[config.mk]
export PLATFORM = sky130hd
export DESIGN_NAME = tdmr_top
export DESIGN_NICKNAME = d
export VERILOG_FILES = /design/src/verilog/tdmr_pkg.sv /design/src/verilog/payload_pkg.sv /design/src/verilog/time_dmr_start.sv /design/src/verilog/word_mix_pipe.sv /design/src/verilog/time_dmr_end.sv /design/src/verilog/fault_counter.sv /design/src/verilog/tdmr_apb_regs.sv /design/src/verilog/tdmr_top.sv
export VERILOG_INCLUDE_DIRS = /design/src /design/src/verilog
export SDC_FILE = /design/constraint.sdc
export NUM_CORES = 1
export LEC_CHECK = 0
export BUFFER_PORTS_ARGS = -buffer_cell sky130_fd_sc_hd__clkbuf_2
export CORE_AREA = 2 2 152 154
export DETAILED_ROUTE_END_ITERATION = 6
export DIE_AREA = 0 0 154 156
export PLACE_DENSITY = 0.77
export SETUP_SLACK_MARGIN = 0.2
export SYNTH_ARGS = -nofsm -noshare
export SYNTH_HDL_FRONTEND = slang
export SYNTH_SLANG_ARGS = --single-unit
[constraint.sdc]
create_clock -name clk_i -period 4.6 [get_ports clk_i]
set_clock_uncertainty 0.05 [all_clocks]
set_input_delay 0.46 -clock clk_i [delete_from_list [all_inputs] [get_ports clk_i]]
set_output_delay 0.46 -clock clk_i [all_outputs]
set_load 0.01 [all_outputs]
[src/verilog/tdmr_consts.svh]
`ifndef TDMR_CONSTS_SVH
`define TDMR_CONSTS_SVH

// Datapath widths
`define TDMR_DATA_W 32
`define TDMR_ID_W 2
`define TDMR_CNT_W 16
`define TDMR_ADDR_W 4

// Mixing constants, one per pipeline stage
`define TDMR_ROT 5
`define TDMR_KEY 32'h9E37_79B9
`define TDMR_ADD 32'h7F4A_7C15

// APB register offsets
`define TDMR_ADDR_CTRL 4'h0
`define TDMR_ADDR_FAULT 4'h4
`define TDMR_ADDR_FCNT 4'h8
`define TDMR_ADDR_ICNT 4'hC

`endif

[src/verilog/voters.svh]
`ifndef VOTERS_SVH
`define VOTERS_SVH

// Bitwise majority of three values
`define MAJ3(a, b, c) (((a) & (b)) | ((a) & (c)) | ((b) & (c)))

// Three voters, one per replica, for vectors
`define VOTE3to3(in, out) \
    out[0] = `MAJ3(in[0], in[1], in[2]); \
    out[1] = `MAJ3(in[0], in[1], in[2]); \
    out[2] = `MAJ3(in[0], in[1], in[2]);

// Single voter for vectors
`define VOTE3to1(in, out) \
    out = `MAJ3(in[0], in[1], in[2]);

// Enums are voted by equality so the result stays a legal value
`define VOTE3to3ENUM(in, out) \
    out[0] = ((in[0] == in[1]) || (in[0] == in[2])) ? in[0] : in[1]; \
    out[1] = ((in[0] == in[1]) || (in[0] == in[2])) ? in[0] : in[1]; \
    out[2] = ((in[0] == in[1]) || (in[0] == in[2])) ? in[0] : in[1];

`endif

[src/verilog/tdmr_pkg.sv]
`include "tdmr_consts.svh"

package tdmr_pkg;

    // Sequence ID that ties the two copies of an item together
    typedef logic [`TDMR_ID_W-1:0] id_t;

    // Start stage: pass first copy, hold it, or resend it
    typedef enum logic [1:0] {
        STORE_AND_SEND,
        SEND,
        REPLICATE
    } start_state_t;

    // End stage: nothing held, first copy held, result waiting
    typedef enum logic [1:0] {
        EMPTY,
        HOLD_FIRST,
        OUT_FULL
    } end_state_t;

endpackage

[src/verilog/payload_pkg.sv]
`include "tdmr_consts.svh"

package payload_pkg;

    // Data word carried through the lane
    typedef logic [`TDMR_DATA_W-1:0] word_t;

    // APB byte address within the register block
    typedef logic [`TDMR_ADDR_W-1:0] apb_addr_t;

    // Result and fault counts
    typedef logic [`TDMR_CNT_W-1:0] count_t;

endpackage

[src/verilog/time_dmr_start.sv]
`timescale 1ns/1ps
`include "voters.svh"

module time_dmr_start (
    input  logic               clk_i,
    input  logic               rst_ni,
    input  logic               enable_i,
    input  payload_pkg::word_t data_i,
    input  logic               valid_i,
    output logic               ready_o,
    output payload_pkg::word_t data_o,
    output tdmr_pkg::id_t      id_o,
    output logic               valid_o,
    input  logic               ready_i
);

    tdmr_pkg::start_state_t state_v [3];
    tdmr_pkg::start_state_t state_d [3];
    tdmr_pkg::start_state_t state_q [3];
    payload_pkg::word_t [2:0] data_v, data_d, data_q;
    tdmr_pkg::id_t [2:0] id_v, id_d, id_q, id_next;
    logic [1:0] state_cur;

    // Each replica computes its own next state from its own registers
    always_comb begin
        for (int r = 0; r < 3; r++) begin
            state_v[r] = state_q[r];
            data_v[r]  = data_q[r];
            id_v[r]    = id_q[r];
            id_next[r] = id_q[r] + 1'b1;

            case (state_q[r])
                tdmr_pkg::STORE_AND_SEND: begin
                    if (valid_i) begin
                        data_v[r] = data_i;
                        id_v[r]   = id_next[r];
                        if (ready_i) begin
                            state_v[r] = enable_i ? tdmr_pkg::REPLICATE
                                                  : tdmr_pkg::STORE_AND_SEND;
                        end else begin
                            state_v[r] = tdmr_pkg::SEND;
                        end
                    end
                end
                tdmr_pkg::SEND: begin
                    if (ready_i) begin
                        state_v[r] = enable_i ? tdmr_pkg::REPLICATE
                                              : tdmr_pkg::STORE_AND_SEND;
                    end
                end
                tdmr_pkg::REPLICATE: begin
                    // Second copy leaves with the same data and ID
                    if (ready_i) begin
                        state_v[r] = tdmr_pkg::STORE_AND_SEND;
                    end
                end
                default: begin
                    state_v[r] = tdmr_pkg::STORE_AND_SEND;
                end
            endcase
        end
    end

    // Vote next values back into all three replicas
    always_comb begin
        `VOTE3to3ENUM(state_v, state_d)
        `VOTE3to3(data_v, data_d)
        `VOTE3to3(id_v, id_d)
    end

    always_ff @(posedge clk_i or negedge rst_ni) begin
        if (!rst_ni) begin
            state_q <= '{default: tdmr_pkg::STORE_AND_SEND};
            id_q    <= '0;
        end else begin
            state_q <= state_d;
            id_q    <= id_d;
        end
    end

    always_ff @(posedge clk_i) begin
        data_q <= data_d;
    end

    // Outputs are taken from voted values only
    always_comb begin
        `VOTE3to1(state_q, state_cur)
        `VOTE3to1(data_v, data_o)
        `VOTE3to1(id_v, id_o)
        ready_o = (state_cur == tdmr_pkg::STORE_AND_SEND);
        valid_o = valid_i || !ready_o;
    end

    a_out_stable: assert property (@(posedge clk_i) disable iff (!rst_ni)
        valid_o && !ready_i |=> valid_o && $stable(data_o) && $stable(id_o));

endmodule

[src/verilog/word_mix_pipe.sv]
`timescale 1ns/1ps
`include "tdmr_consts.svh"

module word_mix_pipe (
    input  logic               clk_i,
    input  logic               rst_ni,
    input  payload_pkg::word_t data_i,
    input  tdmr_pkg::id_t      id_i,
    input  logic               valid_i,
    output logic               ready_o,
    output payload_pkg::word_t data_o,
    output tdmr_pkg::id_t      id_o,
    output logic               valid_o,
    input  logic               ready_i,
    input  payload_pkg::word_t fault_mask_i,
    input  logic               fault_arm_i,
    output logic               fault_taken_o
);

    logic advance;
    logic v1_q, v2_q, v3_q;
    payload_pkg::word_t d1_q, d2_q, d3_q;
    tdmr_pkg::id_t id1_q, id2_q, id3_q;

    // The whole pipe moves in lockstep when the last stage can drain
    assign advance = !v3_q || ready_i;
    assign ready_o = advance;

    always_ff @(posedge clk_i or negedge rst_ni) begin
        if (!rst_ni) begin
            v1_q <= 1'b0;
            v2_q <= 1'b0;
            v3_q <= 1'b0;
        end else if (advance) begin
            v1_q <= valid_i;
            v2_q <= v1_q;
            v3_q <= v2_q;
        end
    end

    // Rotate, then key XOR, then constant add
    always_ff @(posedge clk_i) begin
        if (advance) begin
            d1_q  <= {data_i[`TDMR_DATA_W-`TDMR_ROT-1:0],
                      data_i[`TDMR_DATA_W-1:`TDMR_DATA_W-`TDMR_ROT]};
            d2_q  <= d1_q ^ `TDMR_KEY;
            d3_q  <= d2_q + `TDMR_ADD;
            id1_q <= id_i;
            id2_q <= id1_q;
            id3_q <= id2_q;
        end
    end

    // Injected fault corrupts only the item that leaves while armed
    assign data_o        = fault_arm_i ? (d3_q ^ fault_mask_i) : d3_q;
    assign id_o          = id3_q;
    assign valid_o       = v3_q;
    assign fault_taken_o = fault_arm_i && v3_q && ready_i;

endmodule

[src/verilog/time_dmr_end.sv]
`timescale 1ns/1ps

module time_dmr_end (
    input  logic               clk_i,
    input  logic               rst_ni,
    input  logic               enable_i,
    input  payload_pkg::word_t data_i,
    input  tdmr_pkg::id_t      id_i,
    input  logic               valid_i,
    output logic               ready_o,
    output payload_pkg::word_t data_o,
    output logic               fault_o,
    output logic               valid_o,
    input  logic               ready_i,
    output logic               result_fire_o,
    output logic               result_fault_o
);

    tdmr_pkg::end_state_t state_d, state_q;
    payload_pkg::word_t hold_data_q;
    payload_pkg::word_t out_data_d, out_data_q;
    tdmr_pkg::id_t hold_id_q;
    logic out_valid_q;
    logic out_fault_d, out_fault_q;
    logic in_fire, hold_load, out_load;

    // Input only moves when the result register has room
    assign ready_o = !out_valid_q || ready_i;
    assign in_fire = valid_i && ready_o;

    always_comb begin
        state_d     = state_q;
        hold_load   = 1'b0;
        out_load    = 1'b0;
        out_data_d  = data_i;
        out_fault_d = 1'b0;

        case (state_q)
            tdmr_pkg::HOLD_FIRST: begin
                if (in_fire) begin
                    out_load   = 1'b1;
                    out_data_d = hold_data_q;
                    if (id_i == hold_id_q) begin
                        out_fault_d = (data_i != hold_data_q);
                        state_d     = tdmr_pkg::OUT_FULL;
                    end else begin
                        // Partner never came, flag the held copy and keep the new one
                        out_fault_d = 1'b1;
                        hold_load   = 1'b1;
                    end
                end
            end
            default: begin
                // EMPTY and OUT_FULL both take a fresh first copy
                if (in_fire && enable_i) begin
                    hold_load = 1'b1;
                    state_d   = tdmr_pkg::HOLD_FIRST;
                end else if (in_fire) begin
                    out_load = 1'b1;
                    state_d  = tdmr_pkg::OUT_FULL;
                end else if (ready_i) begin
                    state_d = tdmr_pkg::EMPTY;
                end
            end
        endcase
    end

    always_ff @(posedge clk_i or negedge rst_ni) begin
        if (!rst_ni) begin
            state_q     <= tdmr_pkg::EMPTY;
            out_valid_q <= 1'b0;
            out_fault_q <= 1'b0;
        end else begin
            state_q <= state_d;
            if (out_load) begin
                out_valid_q <= 1'b1;
                out_fault_q <= out_fault_d;
            end else if (ready_i) begin
                out_valid_q <= 1'b0;
            end
        end
    end

    always_ff @(posedge clk_i) begin
        if (hold_load) begin
            hold_data_q <= data_i;
            hold_id_q   <= id_i;
        end
        if (out_load) begin
            out_data_q <= out_data_d;
        end
    end

    assign data_o         = out_data_q;
    assign fault_o        = out_fault_q;
    assign valid_o        = out_valid_q;
    assign result_fire_o  = out_valid_q && ready_i;
    assign result_fault_o = out_valid_q && ready_i && out_fault_q;

    // Start stage always sends both copies back to back with one ID
    a_pair_id: assert property (@(posedge clk_i) disable iff (!rst_ni)
        state_q == tdmr_pkg::HOLD_FIRST && enable_i && valid_i |-> id_i == hold_id_q);

endmodule

[src/verilog/fault_counter.sv]
`timescale 1ns/1ps

module fault_counter (
    input  logic                clk_i,
    input  logic                rst_ni,
    input  logic                result_fire_i,
    input  logic                result_fault_i,
    input  logic                clear_faults_i,
    input  logic                clear_items_i,
    output payload_pkg::count_t fault_count_o,
    output payload_pkg::count_t item_count_o
);

    payload_pkg::count_t fault_q, item_q;
    // Set once the two counts no longer start from a common point
    logic unrelated_q;

    always_ff @(posedge clk_i or negedge rst_ni) begin
        if (!rst_ni) begin
            fault_q     <= '0;
            item_q      <= '0;
            unrelated_q <= 1'b0;
        end else begin
            if (clear_items_i) begin
                item_q <= '0;
            end else if (result_fire_i) begin
                item_q <= item_q + 1'b1;
            end
            // Fault count sticks at its maximum
            if (clear_faults_i) begin
                fault_q <= '0;
            end else if (result_fire_i && result_fault_i && fault_q != '1) begin
                fault_q <= fault_q + 1'b1;
            end
            if (clear_faults_i || clear_items_i || (result_fire_i && item_q == '1)) begin
                unrelated_q <= 1'b1;
            end
        end
    end

    assign fault_count_o = fault_q;
    assign item_count_o  = item_q;

    a_fault_le_items: assert property (@(posedge clk_i) disable iff (!rst_ni)
        !unrelated_q |-> fault_q <= item_q);

endmodule

[src/verilog/tdmr_apb_regs.sv]
`timescale 1ns/1ps
`include "tdmr_consts.svh"

module tdmr_apb_regs (
    input  logic                   clk_i,
    input  logic                   rst_ni,
    input  logic                   psel_i,
    input  logic                   penable_i,
    input  logic                   pwrite_i,
    input  payload_pkg::apb_addr_t paddr_i,
    input  payload_pkg::word_t     pwdata_i,
    output payload_pkg::word_t     prdata_o,
    output logic                   pready_o,
    output logic                   pslverr_o,
    output logic                   enable_o,
    output payload_pkg::word_t     fault_mask_o,
    output logic                   fault_arm_o,
    input  logic                   fault_taken_i,
    output logic                   clear_faults_o,
    output logic                   clear_items_o,
    input  payload_pkg::count_t    fault_count_i,
    input  payload_pkg::count_t    item_count_i
);

    logic access, write_en, mapped;
    logic enable_q, fault_arm_q;
    payload_pkg::word_t fault_mask_q;

    // Zero wait states, every access phase completes
    assign access   = psel_i && penable_i;
    assign write_en = access && pwrite_i;
    assign mapped   = (paddr_i == `TDMR_ADDR_CTRL) || (paddr_i == `TDMR_ADDR_FAULT) ||
                      (paddr_i == `TDMR_ADDR_FCNT) || (paddr_i == `TDMR_ADDR_ICNT);
    assign pready_o  = access;
    assign pslverr_o = access && !mapped;

    assign clear_faults_o = write_en && (paddr_i == `TDMR_ADDR_FCNT);
    assign clear_items_o  = write_en && (paddr_i == `TDMR_ADDR_ICNT);

    always_ff @(posedge clk_i or negedge rst_ni) begin
        if (!rst_ni) begin
            enable_q     <= 1'b1;
            fault_mask_q <= '0;
            fault_arm_q  <= 1'b0;
        end else begin
            if (fault_taken_i) begin
                fault_arm_q <= 1'b0;
            end
            if (write_en && paddr_i == `TDMR_ADDR_CTRL) begin
                enable_q <= pwdata_i[0];
            end
            // A zero mask leaves the injector disarmed
            if (write_en && paddr_i == `TDMR_ADDR_FAULT) begin
                fault_mask_q <= pwdata_i;
                fault_arm_q  <= |pwdata_i;
            end
        end
    end

    always_comb begin
        case (paddr_i)
            `TDMR_ADDR_CTRL:  prdata_o = {{(`TDMR_DATA_W - 1){1'b0}}, enable_q};
            `TDMR_ADDR_FAULT: prdata_o = fault_arm_q ? fault_mask_q : '0;
            `TDMR_ADDR_FCNT:  prdata_o = {{(`TDMR_DATA_W - `TDMR_CNT_W){1'b0}}, fault_count_i};
            `TDMR_ADDR_ICNT:  prdata_o = {{(`TDMR_DATA_W - `TDMR_CNT_W){1'b0}}, item_count_i};
            default:          prdata_o = '0;
        endcase
    end

    assign enable_o     = enable_q;
    assign fault_mask_o = fault_mask_q;
    assign fault_arm_o  = fault_arm_q;

    a_penable_psel: assert property (@(posedge clk_i) disable iff (!rst_ni)
        penable_i |-> psel_i);

endmodule

[src/verilog/tdmr_top.sv]
`timescale 1ns/1ps

module tdmr_top (
    input  logic                   clk_i,
    input  logic                   rst_ni,
    input  logic                   psel_i,
    input  logic                   penable_i,
    input  logic                   pwrite_i,
    input  payload_pkg::apb_addr_t paddr_i,
    input  payload_pkg::word_t     pwdata_i,
    output payload_pkg::word_t     prdata_o,
    output logic                   pready_o,
    output logic                   pslverr_o,
    input  payload_pkg::word_t     in_data_i,
    input  logic                   in_valid_i,
    output logic                   in_ready_o,
    output payload_pkg::word_t     out_data_o,
    output logic                   out_valid_o,
    output logic                   out_fault_o,
    input  logic                   out_ready_i
);

    logic enable, fault_arm, fault_taken;
    logic clear_faults, clear_items, result_fire, result_fault;
    payload_pkg::word_t fault_mask;
    payload_pkg::count_t fault_count, item_count;

    // Start stage to pipe
    payload_pkg::word_t st_data;
    tdmr_pkg::id_t st_id;
    logic st_valid, st_ready;

    // Pipe to end stage
    payload_pkg::word_t mx_data;
    tdmr_pkg::id_t mx_id;
    logic mx_valid, mx_ready;

    time_dmr_start start_inst (
        .clk_i    (clk_i),
        .rst_ni   (rst_ni),
        .enable_i (enable),
        .data_i   (in_data_i),
        .valid_i  (in_valid_i),
        .ready_o  (in_ready_o),
        .data_o   (st_data),
        .id_o     (st_id),
        .valid_o  (st_valid),
        .ready_i  (st_ready)
    );

    word_mix_pipe pipe_inst (
        .clk_i         (clk_i),
        .rst_ni        (rst_ni),
        .data_i        (st_data),
        .id_i          (st_id),
        .valid_i       (st_valid),
        .ready_o       (st_ready),
        .data_o        (mx_data),
        .id_o          (mx_id),
        .valid_o       (mx_valid),
        .ready_i       (mx_ready),
        .fault_mask_i  (fault_mask),
        .fault_arm_i   (fault_arm),
        .fault_taken_o (fault_taken)
    );

    time_dmr_end end_inst (
        .clk_i          (clk_i),
        .rst_ni         (rst_ni),
        .enable_i       (enable),
        .data_i         (mx_data),
        .id_i           (mx_id),
        .valid_i        (mx_valid),
        .ready_o        (mx_ready),
        .data_o         (out_data_o),
        .fault_o        (out_fault_o),
        .valid_o        (out_valid_o),
        .ready_i        (out_ready_i),
        .result_fire_o  (result_fire),
        .result_fault_o (result_fault)
    );

    fault_counter counter_inst (
        .clk_i          (clk_i),
        .rst_ni         (rst_ni),
        .result_fire_i  (result_fire),
        .result_fault_i (result_fault),
        .clear_faults_i (clear_faults),
        .clear_items_i  (clear_items),
        .fault_count_o  (fault_count),
        .item_count_o   (item_count)
    );

    tdmr_apb_regs regs_inst (
        .clk_i          (clk_i),
        .rst_ni         (rst_ni),
        .psel_i         (psel_i),
        .penable_i      (penable_i),
        .pwrite_i       (pwrite_i),
        .paddr_i        (paddr_i),
        .pwdata_i       (pwdata_i),
        .prdata_o       (prdata_o),
        .pready_o       (pready_o),
        .pslverr_o      (pslverr_o),
        .enable_o       (enable),
        .fault_mask_o   (fault_mask),
        .fault_arm_o    (fault_arm),
        .fault_taken_i  (fault_taken),
        .clear_faults_o (clear_faults),
        .clear_items_o  (clear_items),
        .fault_count_i  (fault_count),
        .item_count_i   (item_count)
    );

endmodule

After elaboration in Yosys (flattened, before gate mapping). Cells that the tools add are included.

Flip-flop bits (word level): 277. Output and inout bits: 69.

Add/subtract/negate cells: 4. Eq/ne operators: 14. Muxes and demuxes: 39. Bitwise operators: 11. Reduce and logical (&&, ||, !) cells: 36.

Operators with widths (number): two-way mux 32 bit (6); case mux 32 bit (4 select lines) (1); two-way mux 16 bit (4); OR 32 bit (2); adder 16 x 1 -> 16 bit (second input constant) (2); adder 32 x 31 -> 32 bit (second input constant) (1); bitwise AND 32 bit (1); != test 32 bit (1); OR reduction 32 bit (1); XOR 32 bit (1); two-way mux 2 bit (13); inverter 20 bit (1); != test 16 bit (second input constant) (1); logical AND 1 bit (15); two-way mux 1 bit (14); equality test 4 bit (second input constant) (2); != test 2 x 1 -> 1 bit (second input constant) (4); OR 2 bit (4); nonzero test 2 bit (4); logical OR 1 bit (6); case mux 2 bit (3 select lines) (1); AND reduction 3 bit (2); bitwise AND 2 bit (2); equality test 2 x 1 -> 1 bit (second input constant) (2); other kinds (9) (13).

Depth between registers and ports, before layout.
Word-level depth: 7. Mapped depth: 8.

Hierarchy. Synthesis repeated with hierarchy kept, for this count alone.

Cells, all modules: 882. Area total of the unflattened synthesis: 12349.3 um2.

By module, submodules not included: word_mix_pipe (times used 1, cells an instance 310, area an instance 4406.7 um2, sequential area each 3138.0 um2); time_dmr_end (times used 1, cells an instance 170, area an instance 3083.0 um2, sequential area each 2082.0 um2); tdmr_apb_regs (times used 1, cells an instance 152, area an instance 1938.1 um2, sequential area each 852.1 um2); fault_counter (times used 1, cells an instance 169, area an instance 1697.9 um2, sequential area each 800.8 um2); time_dmr_start (times used 1, cells an instance 81, area an instance 1223.7 um2, sequential area each 740.7 um2).

Worst setup path before layout. No wires, ideal clock.

Kind: input port to flip-flop. Start point: in out_ready_i. End point: reg pipe_inst.v2_q. Data arrival time: 4051 ps. Required time: 4407 ps. Path slack: 357 ps. Stages: 2. Path through: nand3b_1 -> mux2_2.

Word-level cells in the longest chain between the ends: 2.

Ends and longest elaborated chain: start: declaration (line tdmr_top.sv:20) `input logic out_ready_i`; logical OR 1 bit (line time_dmr_end.sv:28) `assign ready_o = !out_valid_q || ready_i;`; logical OR 1 bit (line word_mix_pipe.sv:26) `assign advance = !v3_q || ready_i;`; end signal: assignment (line word_mix_pipe.sv:36) `v2_q <= v1_q;`; end: declaration (line word_mix_pipe.sv:21) `logic v1_q, v2_q, v3_q;`.

No other way between the ends. A chain may end at the register's enable or synchronous reset.

Final worst setup path.
Start point: reg regs_inst.fault_arm_q, in the netlist regs_inst.fault_arm_o. End point: out prdata_o[9].

Word-level cells in the longest chain between the ends: 2.

Ends and longest elaborated chain: start: declaration (line tdmr_apb_regs.sv:26) `logic enable_q, fault_arm_q;`; start signal: assignment (line tdmr_apb_regs.sv:55) `fault_arm_q <= |pwdata_i;`; two-way mux 32 bit (line tdmr_apb_regs.sv:63) `` `TDMR_ADDR_FAULT: prdata_o = fault_arm_q ? fault_mask_q : '0; ``; case mux 32 bit (4 select lines) (line tdmr_apb_regs.sv:61) `case (paddr_i)`; end: declaration (line tdmr_top.sv:11) `output payload_pkg::word_t prdata_o,`.

No other way between the ends.

==> run metrics <==
IO Port Bufs 143; pin count of the biggest net entering global routing between 100 and 150; CP max stage delay about 0.96 ns; core area 22400 um2; dpl cells ~1.3k; Peak VDD IR roughly 470 uV; total wire length 23.8 mm; arrival time worst endpoint around 2.5 ns; post-synth top area share between 40% and 50%; synth top area cells edfxtp_1 42%, dfrtp_1 16%, mux2_2 7.6%; Final Max Tran Viols 0; Post-DRT Antenna Nets 0; CP max stage cell and4b_1; Crit path required time between 4 and 5 ns; Fin. Hold Viols 0; antenna violations before repair 1; setup violators final 0; global-route wire length before repair about 38 mm; hold_buf cts 0; clock latency on the worst-skew pair about 0.54 ns; Post-synth EDFFs 168; CP startpoint kind flop; share of post-route cells with drive strength above 1 between 20% and 30%; sequential-to-total area share from yosys stat a little over three fifths; Final Critical Period between 3 and 4 ns; final cell count without fillers 1358; Ys Warns 0; starting density of the core a little over half; most common cell after layout, fill and taps aside edfxtp_1; DPL Wire Length between 15 and 20 mm; register bit count reported by yosys roughly 280; Fmax 331 MHz; CTS resizes 0; cell taking the most area after synthesis edfxtp_1; CTS Buf Count 28; Yosys cell types slightly below 70; hold crit path type input port to asynchronous set/reset pin; row count 55; total power between 8 and 9 mW; commonest register cell after synthesis edfxtp_1; clk sinks around 280; num ports about 140; CTS root buffer clkbuf_16; commonest cells after routing, fill and taps aside 168 x edfxtp_1, 142 x clkbuf_2, 82 x mux2_2; Avg Inst Size Synth roughly 13 um2; Slew HR between 15 and 20%; failing checks DRC; vias per cell about 5.4; H-tree Lvls 1; Syn-to-layout area delta 15.0%; asr flop ratio synth 27.8%; leakage power just under 6 nW; status finished with violations; cells after synthesis 904; Buf+Inv Stages, Crit Path 2; Syn Nets a little under 1k; Fill cells approximately 1.7k; crit path kind flop to output port; die area about 24000 um2; Die Height ~160 um; DRC 4; post-CTS setup buffer count 0; GRT Total Usage between 10% and 20%; drt wl/cell around 18 um; via count 7311; Final Util 62.4%; Worst Path Max Fanout 32; Final nets around 1.1k; PD cells between 600 and 700 nW/um2; CTS Buffer Depth 3; Placer Congestion between 0.8 and 0.9; clk slew on worst S/H paths 0.06 ns; die span in x about 150 um; unrepaired setup endpoints after global routing false; setup_tns 0 ns; vias in the first global route between 6k and 7k; max-cap viol count 0; DRT iter0 DRCs a little under 700; Final period util about two thirds; TritonCTS clock tree done; total gr overflow 0; Syn Std Cell Area 12100 um2; DR pass1 iterations 7; Min Hold Slack between 0.05 and 0.06 ns; crit-path cells and4b_1 > a222oi_1 > inv_1 > clkbuf_2; critical path endpoint category output port; CP top delay family simple AND/OR/NAND/NOR gates; slew at the pin with the worst max-slew slack 1.20 ns
-- cell families after synthesis --
kind of cell	count (synthesis)	synth area share, %
xor gates and xnor gates	122	10.4
adders and majority gates	3	0.310
buffers and inverters	89	3.18
DFF	277	62.8
and+or+nand+nor	250	10.9
AOI/OAI and AO/OA	79	4.64
muxes	84	7.78
-- final timing paths --
| kind | start | endpoint | slack, ns | cells after the start |
|---|---|---|---|---|
| max | regs_inst.fault_arm_o | prdata_o[9] | 1.58 | 4 |
| min | rst_ni | start_inst.state_q[4] | 0.05 | 1 |
| max reg2reg | regs_inst.fault_arm_o | end_inst.fault_o | 2.10 | 7 |
| min reg2reg | pipe_inst.d1_q[29] | pipe_inst.d2_q[29] | 0.37 | 0 |
| max in group asynchronous | rst_ni | regs_inst.fault_mask_o[23] | 3.76 | 1 |
| min in group clk_i | in_data_i[6] | start_inst.data_q[6] | 0.12 | 2 |
-- synth_stat cells, types with 3 or more instances --
| master | instances |
|---|---|
| buf_2 | 9 |
| nand2_1 | 53 |
| nor4_1 | 14 |
| xnor2_1 | 58 |
| nand3b_1 | 3 |
| and4_1 | 3 |
| or2_2 | 3 |
| nand2_4 | 3 |
| ha_1 | 3 |
| clkbuf_1 | 17 |
| edfxtp_1 | 168 |
| mux2_2 | 82 |
| buf_6 | 3 |
| a222oi_1 | 15 |
| o21a_1 | 3 |
| o211ai_1 | 5 |
| xor3_1 | 6 |
| nor3_1 | 7 |
| dfxtp_1 | 32 |
| nand3_1 | 20 |
| xor2_1 | 46 |
| and3_1 | 5 |
| nand2_2 | 11 |
| nor2b_1 | 3 |
| a21oi_1 | 30 |
| nor2_1 | 68 |
| dfrtp_1 | 76 |
| nand2b_1 | 6 |
| inv_1 | 58 |
| nand4_1 | 13 |
| xor2_2 | 10 |
| o21ai_0 | 8 |
| and2_1 | 22 |
-- metal layers --
layer	GRT usage [%]	vias to the layer above	share of wire (%)
met3	3.72	45	6.1
met4	5.25	0	2.5
met2	32.3	215	48
met5	0	-	0
met1	27.6	3562	44
li1	-	3489	-
-- final cells by class --
cell class / count / area (um2) / share of cell area [%]
clock inverter: 16 / 113 / 0.807
tap: 285 / 357 / 2.56
inverter: 58 / 218 / 1.56
timing repair buffer: 148 / 768 / 5.51
sequential: 277 / 7610 / 54.6
clock buffer: 35 / 737 / 5.28
multi-input combinational: 538 / 4140 / 29.7
antenna: 1 / 2.50 / 0.0179
-- registers in the layout, summed over array words and instances, names as in the netlist, 16 cells and up --
name,count
pipe_inst.d2_q,32
pipe_inst.d3_q,32
pipe_inst.d1_q,32
counter_inst.item_count_o,16
regs_inst.fault_mask_o,32
counter_inst.fault_count_o,16
end_inst.data_o,32
start_inst.data_q,32
end_inst.hold_data_q,32
-- power by group --
part	leakage, nW	switching, mW	total, mW	internal (mW)
clock	0.413	0.897	2.09	1.19
sequential	2.95	0.590	4.41	3.82
combinational	2.53	1.06	1.96	0.903
-- metrics by stage --
step	worst slack [ns]	cell area, um2
detailed placement	1.91	13100
CTS	1.60	13900
global placement	1.98	13100
global route	1.48	13900
floorplan	0.357	12100
finish	1.58	13900
Power figures use the tool's default switching activity.
